### src/logic/rs_cfg_pkg.sv
`default_nettype none

package rs_cfg_pkg;

    localparam int PREG_W = 6; // physical register tag
    localparam int AREG_W = 5; // architectural register
    localparam int ROB_W  = 6;
    localparam int INFO_W = 16; // opaque to the issue stage

    localparam int NUM_CLASS = 5;
    localparam int NUM_CDB   = 5; // one result bus per unit

    // entries per bank
    localparam int ADD_DEPTH = 4;
    localparam int MUL_DEPTH = 2;
    localparam int DIV_DEPTH = 2;
    localparam int BR_DEPTH  = 2;
    localparam int MEM_DEPTH = 4;

    // slot index sized for the deepest bank
    localparam int MAX_DEPTH = 4;
    localparam int SLOT_W    = $clog2(MAX_DEPTH);

    typedef logic [PREG_W-1:0] preg_t;
    typedef logic [AREG_W-1:0] areg_t;
    typedef logic [ROB_W-1:0]  rob_idx_t;
    typedef logic [INFO_W-1:0] decode_info_t;
    typedef logic [SLOT_W-1:0] slot_idx_t;

    // also the bit position in the per-class busy and full vectors
    typedef enum logic [2:0] {
        CLASS_ADD = 3'd0,
        CLASS_MUL = 3'd1,
        CLASS_DIV = 3'd2,
        CLASS_BR  = 3'd3,
        CLASS_MEM = 3'd4
    } fu_class_e;

endpackage

`default_nettype wire

### src/logic/rs_types_pkg.sv
`default_nettype none

package rs_types_pkg;
    import rs_cfg_pkg::*;

    // one operation from rename/dispatch
    typedef struct packed {
        logic         valid;
        fu_class_e    fu_class; // picks the bank
        preg_t        ps1;
        logic         ps1_ready;
        preg_t        ps2;
        logic         ps2_ready;
        preg_t        pd;
        areg_t        rd;
        rob_idx_t     rob_idx;
        decode_info_t info;
    } dispatch_t;

    // a finished result announced on the common data bus
    typedef struct packed {
        logic  valid;
        preg_t tag;
    } cdb_t;

    typedef cdb_t [NUM_CDB-1:0] cdb_bus_t;

    typedef struct packed {
        logic         busy;  // slot holds a waiting op
        preg_t        ps1;
        logic         ps1_v; // operand 1 available
        preg_t        ps2;
        logic         ps2_v;
        preg_t        pd;
        areg_t        rd;
        rob_idx_t     rob_idx;
        decode_info_t info;
    } rs_entry_t;

    typedef struct packed {
        logic         valid;
        preg_t        ps1;
        preg_t        ps2;
        preg_t        pd;
        areg_t        rd;
        rob_idx_t     rob_idx;
        decode_info_t info;
    } issue_t;

    // a tag wakes only on a bus with valid set
    function automatic logic tag_woken(input preg_t tag, input cdb_bus_t cdb);
        logic hit;
        hit = 1'b0;
        for (int i = 0; i < NUM_CDB; i++)
        begin
            if (cdb[i].valid && (cdb[i].tag == tag))
            begin
                hit = 1'b1;
            end
        end
        return hit;
    endfunction

endpackage

`default_nettype wire

### src/logic/reservation_station.sv
`default_nettype none

module reservation_station (
    input  logic                                          clk,
    input  logic                                          rst,
    input  rs_types_pkg::dispatch_t                        dispatch,
    input  rs_types_pkg::cdb_bus_t                         cdb,
    input  logic [rs_cfg_pkg::NUM_CLASS-1:0]              fu_busy,
    output rs_types_pkg::issue_t [rs_cfg_pkg::NUM_CLASS-1:0] issue,
    output logic [rs_cfg_pkg::NUM_CLASS-1:0]              full
);
    import rs_cfg_pkg::*;

    // every bank sees the same dispatch and buses and filters by class itself
    rs_bank #(.BANK_CLASS(CLASS_ADD), .DEPTH(ADD_DEPTH)) bank_add_i (
        .clk      (clk),
        .rst      (rst),
        .dispatch (dispatch),
        .cdb      (cdb),
        .fu_busy  (fu_busy[CLASS_ADD]),
        .issue    (issue[CLASS_ADD]),
        .full     (full[CLASS_ADD])
    );

    rs_bank #(.BANK_CLASS(CLASS_MUL), .DEPTH(MUL_DEPTH)) bank_mul_i (
        .clk      (clk),
        .rst      (rst),
        .dispatch (dispatch),
        .cdb      (cdb),
        .fu_busy  (fu_busy[CLASS_MUL]),
        .issue    (issue[CLASS_MUL]),
        .full     (full[CLASS_MUL])
    );

    rs_bank #(.BANK_CLASS(CLASS_DIV), .DEPTH(DIV_DEPTH)) bank_div_i (
        .clk      (clk),
        .rst      (rst),
        .dispatch (dispatch),
        .cdb      (cdb),
        .fu_busy  (fu_busy[CLASS_DIV]),
        .issue    (issue[CLASS_DIV]),
        .full     (full[CLASS_DIV])
    );

    rs_bank #(.BANK_CLASS(CLASS_BR), .DEPTH(BR_DEPTH)) bank_br_i (
        .clk      (clk),
        .rst      (rst),
        .dispatch (dispatch),
        .cdb      (cdb),
        .fu_busy  (fu_busy[CLASS_BR]),
        .issue    (issue[CLASS_BR]),
        .full     (full[CLASS_BR])
    );

    rs_bank #(.BANK_CLASS(CLASS_MEM), .DEPTH(MEM_DEPTH)) bank_mem_i (
        .clk      (clk),
        .rst      (rst),
        .dispatch (dispatch),
        .cdb      (cdb),
        .fu_busy  (fu_busy[CLASS_MEM]),
        .issue    (issue[CLASS_MEM]),
        .full     (full[CLASS_MEM])
    );

endmodule

`default_nettype wire

### src/logic/rs_bank.sv
`default_nettype none

module rs_bank #(
    parameter rs_cfg_pkg::fu_class_e BANK_CLASS = rs_cfg_pkg::CLASS_ADD,
    parameter int                    DEPTH      = 4
) (
    input  logic                   clk,
    input  logic                   rst,
    input  rs_types_pkg::dispatch_t dispatch,
    input  rs_types_pkg::cdb_bus_t  cdb,
    input  logic                   fu_busy,
    output rs_types_pkg::issue_t    issue,
    output logic                   full
);
    import rs_cfg_pkg::*;
    import rs_types_pkg::*;

    rs_entry_t        entries [DEPTH];
    rs_entry_t        new_entry;
    rs_entry_t        picked; // entry at ready_idx
    logic [DEPTH-1:0] busy_vec;
    logic [DEPTH-1:0] ready_vec;
    slot_idx_t        free_idx;
    slot_idx_t        ready_idx;
    logic             free_any;
    logic             ready_any;
    logic             insert;
    logic             take;

    always_comb
    begin
        for (int i = 0; i < DEPTH; i++)
        begin
            busy_vec[i]  = entries[i].busy;
            ready_vec[i] = entries[i].busy && entries[i].ps1_v && entries[i].ps2_v;
        end
    end

    rs_slot_pick #(
        .DEPTH(DEPTH)
    ) pick_i (
        .busy      (busy_vec),
        .ready     (ready_vec),
        .free_idx  (free_idx),
        .free_any  (free_any),
        .ready_idx (ready_idx),
        .ready_any (ready_any)
    );

    assign insert = dispatch.valid && (dispatch.fu_class == BANK_CLASS) && free_any;
    assign take   = ready_any && !fu_busy; // unit can accept this cycle
    assign full   = ~free_any;

    // a result on the bus this cycle counts as ready for the new entry too
    always_comb
    begin
        new_entry.busy    = 1'b1;
        new_entry.ps1     = dispatch.ps1;
        new_entry.ps1_v   = dispatch.ps1_ready || tag_woken(dispatch.ps1, cdb);
        new_entry.ps2     = dispatch.ps2;
        new_entry.ps2_v   = dispatch.ps2_ready || tag_woken(dispatch.ps2, cdb);
        new_entry.pd      = dispatch.pd;
        new_entry.rd      = dispatch.rd;
        new_entry.rob_idx = dispatch.rob_idx;
        new_entry.info    = dispatch.info;
    end

    always_ff @(posedge clk)
    begin
        if (rst)
        begin
            for (int i = 0; i < DEPTH; i++)
            begin
                entries[i].busy <= 1'b0;
            end
        end
        else
        begin
            for (int i = 0; i < DEPTH; i++)
            begin
                if (tag_woken(entries[i].ps1, cdb))
                begin
                    entries[i].ps1_v <= 1'b1;
                end
                if (tag_woken(entries[i].ps2, cdb))
                begin
                    entries[i].ps2_v <= 1'b1;
                end
                if (take && (ready_idx == slot_idx_t'(i)))
                begin
                    entries[i].busy <= 1'b0; // issued, slot free next cycle
                end
                if (insert && (free_idx == slot_idx_t'(i)))
                begin
                    entries[i] <= new_entry; // never the issuing slot
                end
            end
        end
    end

    always_comb
    begin
        picked = entries[0];
        for (int i = 1; i < DEPTH; i++)
        begin
            if (ready_idx == slot_idx_t'(i))
            begin
                picked = entries[i];
            end
        end
    end

    assign issue = '{
        valid:   take,
        ps1:     picked.ps1,
        ps2:     picked.ps2,
        pd:      picked.pd,
        rd:      picked.rd,
        rob_idx: picked.rob_idx,
        info:    picked.info
    };

    a_insert_free: assert property (@(posedge clk) disable iff (rst)
        insert |-> !(|(busy_vec & (DEPTH'(1) << free_idx))));

    a_issue_ready: assert property (@(posedge clk) disable iff (rst)
        issue.valid |-> (picked.busy && picked.ps1_v && picked.ps2_v));

    // a stalled bank keeps every waiting entry
    a_issue_stall: assert property (@(posedge clk) disable iff (rst)
        fu_busy |=> ((busy_vec & $past(busy_vec)) == $past(busy_vec)));

endmodule

`default_nettype wire

### src/logic/rs_slot_pick.sv
`default_nettype none

module rs_slot_pick #(
    parameter int DEPTH = 4
) (
    input  logic [DEPTH-1:0]      busy,
    input  logic [DEPTH-1:0]      ready,
    output rs_cfg_pkg::slot_idx_t free_idx,
    output logic                  free_any,
    output rs_cfg_pkg::slot_idx_t ready_idx,
    output logic                  ready_any
);
    import rs_cfg_pkg::*;

    logic chosen_busy; // busy bit behind ready_idx

    // scan top down so the lowest index is written last and wins
    always_comb
    begin
        free_idx  = '0;
        ready_idx = '0;
        for (int i = DEPTH - 1; i >= 0; i--)
        begin
            if (!busy[i])
            begin
                free_idx = slot_idx_t'(i);
            end
            if (ready[i])
            begin
                ready_idx = slot_idx_t'(i);
            end
        end
    end

    assign free_any  = ~&busy;
    assign ready_any = |ready;

    always_comb
    begin
        chosen_busy = 1'b0;
        for (int i = 0; i < DEPTH; i++)
        begin
            if (ready_idx == slot_idx_t'(i))
            begin
                chosen_busy = busy[i];
            end
        end
        // ready vector comes from the bank, so this ties both sides together
        assert (!ready_any || chosen_busy)
            else $error("rs_slot_pick: ready slot %0d not busy", ready_idx);
    end

endmodule

`default_nettype wire

### config.mk
export PLATFORM = sky130hd
export DESIGN_NAME = reservation_station
export DESIGN_NICKNAME = d
export VERILOG_FILES = /design/src/logic/rs_cfg_pkg.sv /design/src/logic/rs_types_pkg.sv /design/src/logic/reservation_station.sv /design/src/logic/rs_bank.sv /design/src/logic/rs_slot_pick.sv
export SDC_FILE = /design/constraint.sdc
export NUM_CORES = 2
export LEC_CHECK = 0
export BUFFER_PORTS_ARGS = -buffer_cell sky130_fd_sc_hd__buf_2
export CAP_MARGIN = 10
export CORE_MARGIN = 3
export CORE_UTILIZATION = 25
export DETAILED_ROUTE_END_ITERATION = 16
export GPL_ROUTABILITY_DRIVEN = 0
export PLACE_DENSITY = 0.49
export SYNTH_ARGS = -nofsm -noshare
export SYNTH_HDL_FRONTEND = slang
export SYNTH_SLANG_ARGS = --single-unit
### constraint.sdc
create_clock -name clk -period 15.4 [get_ports clk]
set_clock_uncertainty 0.2 [all_clocks]
set_input_delay 3.08 -clock clk [delete_from_list [all_inputs] [get_ports clk]]
set_output_delay 3.08 -clock clk [all_outputs]
set_load 0.005 [all_outputs]
After elaboration in Yosys (flattened, before gate mapping)
Memories as Yosys holds them, arrays and structs flattened.
Index checks and enable logic that the tools add are counted.
Widths: inputs -> output; s select.

word-level totals
  bits in registers = 0
  bits in writable memories = 672
  input bits = 93
  output and inout port bits = 235
  logic and storage cells = 928
  memories = 5

operators by class
  eq/ne operators = 172
  mux-type cells = 441
  bitwise operators = 56
  reductions and logical operators = 254

memories
  memory              depth  bits a word  rd ports  clocked after memory_dff  wr ports  line           source
  bank_add_i.entries  4      48           4         0                         4         rs_bank.sv:18  rs_entry_t entries [DEPTH];
  bank_mem_i.entries  4      48           4         0                         4         rs_bank.sv:18
  bank_br_i.entries   2      48           2         0                         2         rs_bank.sv:18
  bank_div_i.entries  2      48           2         0                         2         rs_bank.sv:18
  bank_mul_i.entries  2      48           2         0                         2         rs_bank.sv:18

operators by type and width
  kind                count
  $eq 6x6->1          150
  $mux 47             9
  $mux 1              413
  $logic_and 1x1->1   221
  $or 1x1->1          56
  $mux 2              19
  $eq 2x1->1 const B  10
  $logic_not 2->1     10
  $eq 2x2->1 const B  8
  $logic_not 1->1     10
  $reduce_and 4->1    2
  $reduce_or 4->1     2
  $eq 3x2->1 const B  2
  $reduce_and 2->1    3
  $reduce_or 2->1     3
  $eq 3x1->1 const B  1
  $eq 3x3->1 const B  1
  $logic_not 3->1     1
  $logic_or 1x1->1    2

Depth between registers and ports, before layout
An unclocked memory read counts as a cell.

  depth in word-level cells = 14
  depth in mapped cells = 10
  gate-level depth less buffers = 7

By module
A second synthesis with hierarchy kept.

unflattened totals
  cell total of the unflattened synthesis = 3299
  area total of the unflattened synthesis = 41307.1 sq um

modules (own cells, without submodules)
  module                                 times used  cells each  area an instance (sq um)  seq. area each (sq um)
  rs_bank at bank_mem_i                  1           806         11034.3                   5765.5
  rs_bank at bank_add_i                  1           807         10864.2                   5765.5
  rs_bank at bank_br_i                   1           549         6632.6                    2882.8
  rs_bank at bank_div_i                  1           546         6271.0                    2882.8
  rs_bank at bank_mul_i                  1           546         6261.0                    2882.8
  rs_slot_pick at bank_br_i.pick_i ...   3           7           41.3                      0.0
  rs_slot_pick at bank_add_i.pick_i ...  2           12          60.1                      0.0

Worst setup path after synthesis
OpenSTA, ideal clock, no wires.

  path kind = in2reg
  start point = in rst
  end point = mem bank_mem_i.entries[1][33] in the netlist's numbering, enable pin
  library setup time = 0.311 ns
  arrival = 7.829 ns
  required time = 14.889 ns
  setup slack = 7.060 ns
  stages on the path = 6
  buffers on the path = 2
  path through = buf_2 inv_1 buf_2 nand4_1 nor3b_1 o21bai_1

RTL lines
  element      line                      source
  from (decl)  reservation_station.sv:5  input logic rst,
  to (decl)    rs_bank.sv:18

==> results.yml <==
synthesis:
  ys.flop_type: "edfxtp_1"
  yosysTopAreaCell: "edfxtp_1"
  seq_area_frac_synth_pct: 52.8
  ys_ff_latch: 672
  synthTopCellsByCount: "672 x edfxtp_1, 510 x xnor2_1, 390 x xor2_1"
  async_reset_ff_share_pct: 0
  synth_top_area_share_pct: 52.8
  synth.distinct_cells: 46
  yosys_warnings: 0
  synth_area_sq_mm: 0.0382
  synth_area_leaders: "edfxtp_1 53%, xnor2_1 12%, xor2_1 8.9%, mux2_2 4.0%, nand4_1 2.5%"
  synth.avg_cell_area_sq_um: 11.8
  synth_edf_count: 672
  syn_nets: 3338
  synth.most_common_cell: "edfxtp_1"
  synthCells: 3245
die:
  initial_core_util_pct: 25.3
  core_sq_mm: 0.151
  rows: 142
  dieArea_sq_mm: 0.158
  fp.dieH_um: 397
  die_w_um: 397
  io_pins: 328
hold_path:
  min_to: "bank_mem_i.entries[2][47]"
  worstHoldPathCells: 1
  min-delay-start: "bank_mem_i.entries[2][47]"
  hp-class: "reg2reg"
sta:
  worst_slew_pin_slew_ps: 1140
  rsz0062_at_grt: "false"
  tns_ps: 0
  finalSetupViolCount: 0
  fmax_mhz: 138
  finalHoldViolations: 0
  period_needed_ps: 7240
  finalCritPeriodShare_pct: 47.0
  slew_violations: 0
  maxSlewHeadroom_pct: 23.0
clock_tree:
  htreeDepth: 3
  root_buffer: "clkbuf_16"
  cts_buffers: 78
  post_cts_buffers: 0
  postCtsHoldBufs: 0
  path_clk_slew_ps: 60
  cts_sinks: 672
  max-clock-path-buffers: 3
  post_cts_resized: 0
  cts_tree: "yes"
  clk_latency_ps: 700
drt:
  dr.max_layer_used: "met5"
  met1Wirelength_mm: 59.6
  drt-pass1-iter-count: 5
  drt_wl_total_mm: 146
  drt_iter0_markers: 2133
  dr_wl_met3_mm: 10.6
  drcViolationCount: 0
  via_count: 26340
  drtAntennaViolNets: 0
  routedWlPerCell_um: 26.9
  wl_met2_mm: 69.7
  vias_per_cell: 4.87
setup_path:
  critPathMaxFanout: 36
  path_cells: "nand3_1 > and2_1 > buf_4 > nand4_1 > buf_4 > o21ai_0 > o21ai_0 > buf_2"
  r2r-start: "bank_div_i.entries[0][42]"
  r2r_setup_slack_ps: 12060
  worst_setup_path_start_kind: "flop"
  max_stage_delay_ps: 860
  endpoint_kind: "output port"
  slowest_stage: "o21ai_0"
  worstSetupPathType: "reg2out"
  ff2ff_path_depth: 8
  crit-reg2reg-capture: "bank_div_i.entries[0][1]"
  cp.arrival_ps: 3960
  cp.required_ps: 12120
place:
  port_buffers: 327
  hpwlAfterDp_mm: 86.0
  placed_cell_area_sq_mm: 0.0412
power:
  leakage_uw: 0.0143
  p_per_area_mw_per_mm2: 97.5
  ir_drop_mv: 0.0712
outcome:
  status: "finished clean"
global_routing:
  grt_usage_pct: 18.1
  grt_pass1_vias: 26119
  antenna_found_initial: 19
  grt_pass1_wl_mm: 204
  grt_overflow: 0
  grt_start_max_net_pins: 64
job:
  max_cap_viol_count: 0
cells_and_area:
  drive_above_1_share_pct: 20.0
  final_cell_area_sq_mm: 0.0438
  synthToLayoutAreaGrowth_pct: 14.5
  nets: 3422
-- how the worst max path moves through the flow --
stage                              start                         to  slack [ps]
3_3_place_gp                  fu_busy[4]                 issue[229]        8480
4_1_cts        bank_add_i.entries[0][47]                  issue[33]        8050
5_1_grt        bank_add_i.entries[0][47]                  issue[33]        7890
6_report       bank_add_i.entries[0][47]                  issue[33]        8160
2_1_floorplan                        rst  bank_mem_i.entries[1][33]        7060
3_5_place_dp                         rst  bank_add_i.entries[3][40]        8420
-- cell families after synthesis --
| family | count (synthesis) | share of synthesized area (%) |
|---|---|---|
| flops | 672 | 52.8 |
| compound gates | 260 | 4.48 |
| simple gates | 824 | 11.8 |
| xor+xnor | 900 | 20.6 |
| mux | 182 | 5.21 |
| buf+inv | 407 | 5.12 |
-- layout by cell type, fill, tap and decap left out, types with 3 or more instances in the layout --
cell | netlist | layout
nor2_1 | 58 | 54
mux2_2 | 136 | 136
nor2b_4 | 0 | 5
nand2_1 | 196 | 195
nor3_2 | 4 | 4
a221oi_1 | 36 | 36
nor4_1 | 121 | 121
edfxtp_1 | 672 | 672
mux2i_1 | 46 | 46
clkinvlp_4 | 0 | 3
nand2b_1 | 8 | 5
bufinv_16 | 0 | 7
xnor2_1 | 510 | 510
inv_1 | 13 | 10
xor2_1 | 390 | 390
nand4_1 | 153 | 153
diode_2 | 0 | 5
or4_1 | 21 | 21
nand2b_2 | 0 | 3
inv_2 | 0 | 3
nor2_4 | 0 | 4
o22ai_1 | 36 | 36
and2_1 | 75 | 74
nand3_1 | 59 | 57
buf_2 | 94 | 322
o21ai_0 | 110 | 110
nor2b_1 | 95 | 90
a32oi_1 | 25 | 25
clkinv_2 | 0 | 11
o41ai_1 | 13 | 13
a21oi_1 | 13 | 13
nor3_4 | 0 | 4
clkinv_1 | 0 | 18
clkbuf_1 | 176 | 13
o21bai_1 | 14 | 14
and3_1 | 12 | 12
nor3_1 | 10 | 6
clkbuf_16 | 0 | 79
buf_4 | 52 | 75
-- metrics by stage --
| stage | total power (uW) | util [%] | hold WS, ps | instances | worst slack [ps] |
|---|---|---|---|---|---|
| after floorplan | 2280 | - | 388 | 3245 | 7060 |
| after global placement | 2430 | 27.3 | 479 | 5264 | 8480 |
| after detailed placement | 2430 | 27.3 | 467 | 5264 | 8420 |
| after CTS | 4320 | 29.0 | 471 | 5403 | 8050 |
| after global routing | 4410 | 29.0 | 494 | 5404 | 7890 |
| final | 4270 | 29.0 | 477 | 5409 | 8160 |
-- state kept, by name, summed over array words and instances, names as in the netlist --
name                flops
bank_add_i.entries    192
bank_br_i.entries      96
bank_div_i.entries     96
bank_mem_i.entries    192
bank_mul_i.entries     96
-- cell type report --
class	instances	area (sq um)
inverters	13	48.8
well taps	2016	2520
clock buffers	92	2030
multi-input cells	2166	16300
repair buffers	398	2200
diodes	5	12.5
clock inverters	47	508
flip-flops and latches	672	20200
fillers	15476	107000
-- power by group --
part / total, uW / leakage [uW] / switching [uW] / internal, uW
Clock: 1870 / 0.00123 / 801 / 1070
Sequential: 2030 / 0.00618 / 8.83 / 2020
Combinational: 370 / 0.00692 / 251 / 118
-- critical path: cells and delay by family, from the launching register on --
family                 cells  cell delay (ps)
and+or+nand+nor            3              760
DFF                        1              570
AOI/OAI and AO/OA          2             1000
buffers and inverters      3              950
-- routing by layer --
metal / up-vias / global-route usage (%)
met3: 325 / 4.22
met5: - / 0
met2: 1042 / 30.0
li1: 11611 / -
met4: 4 / 7.51
met1: 13358 / 22.4
Power figures use the tool's default switching activity.
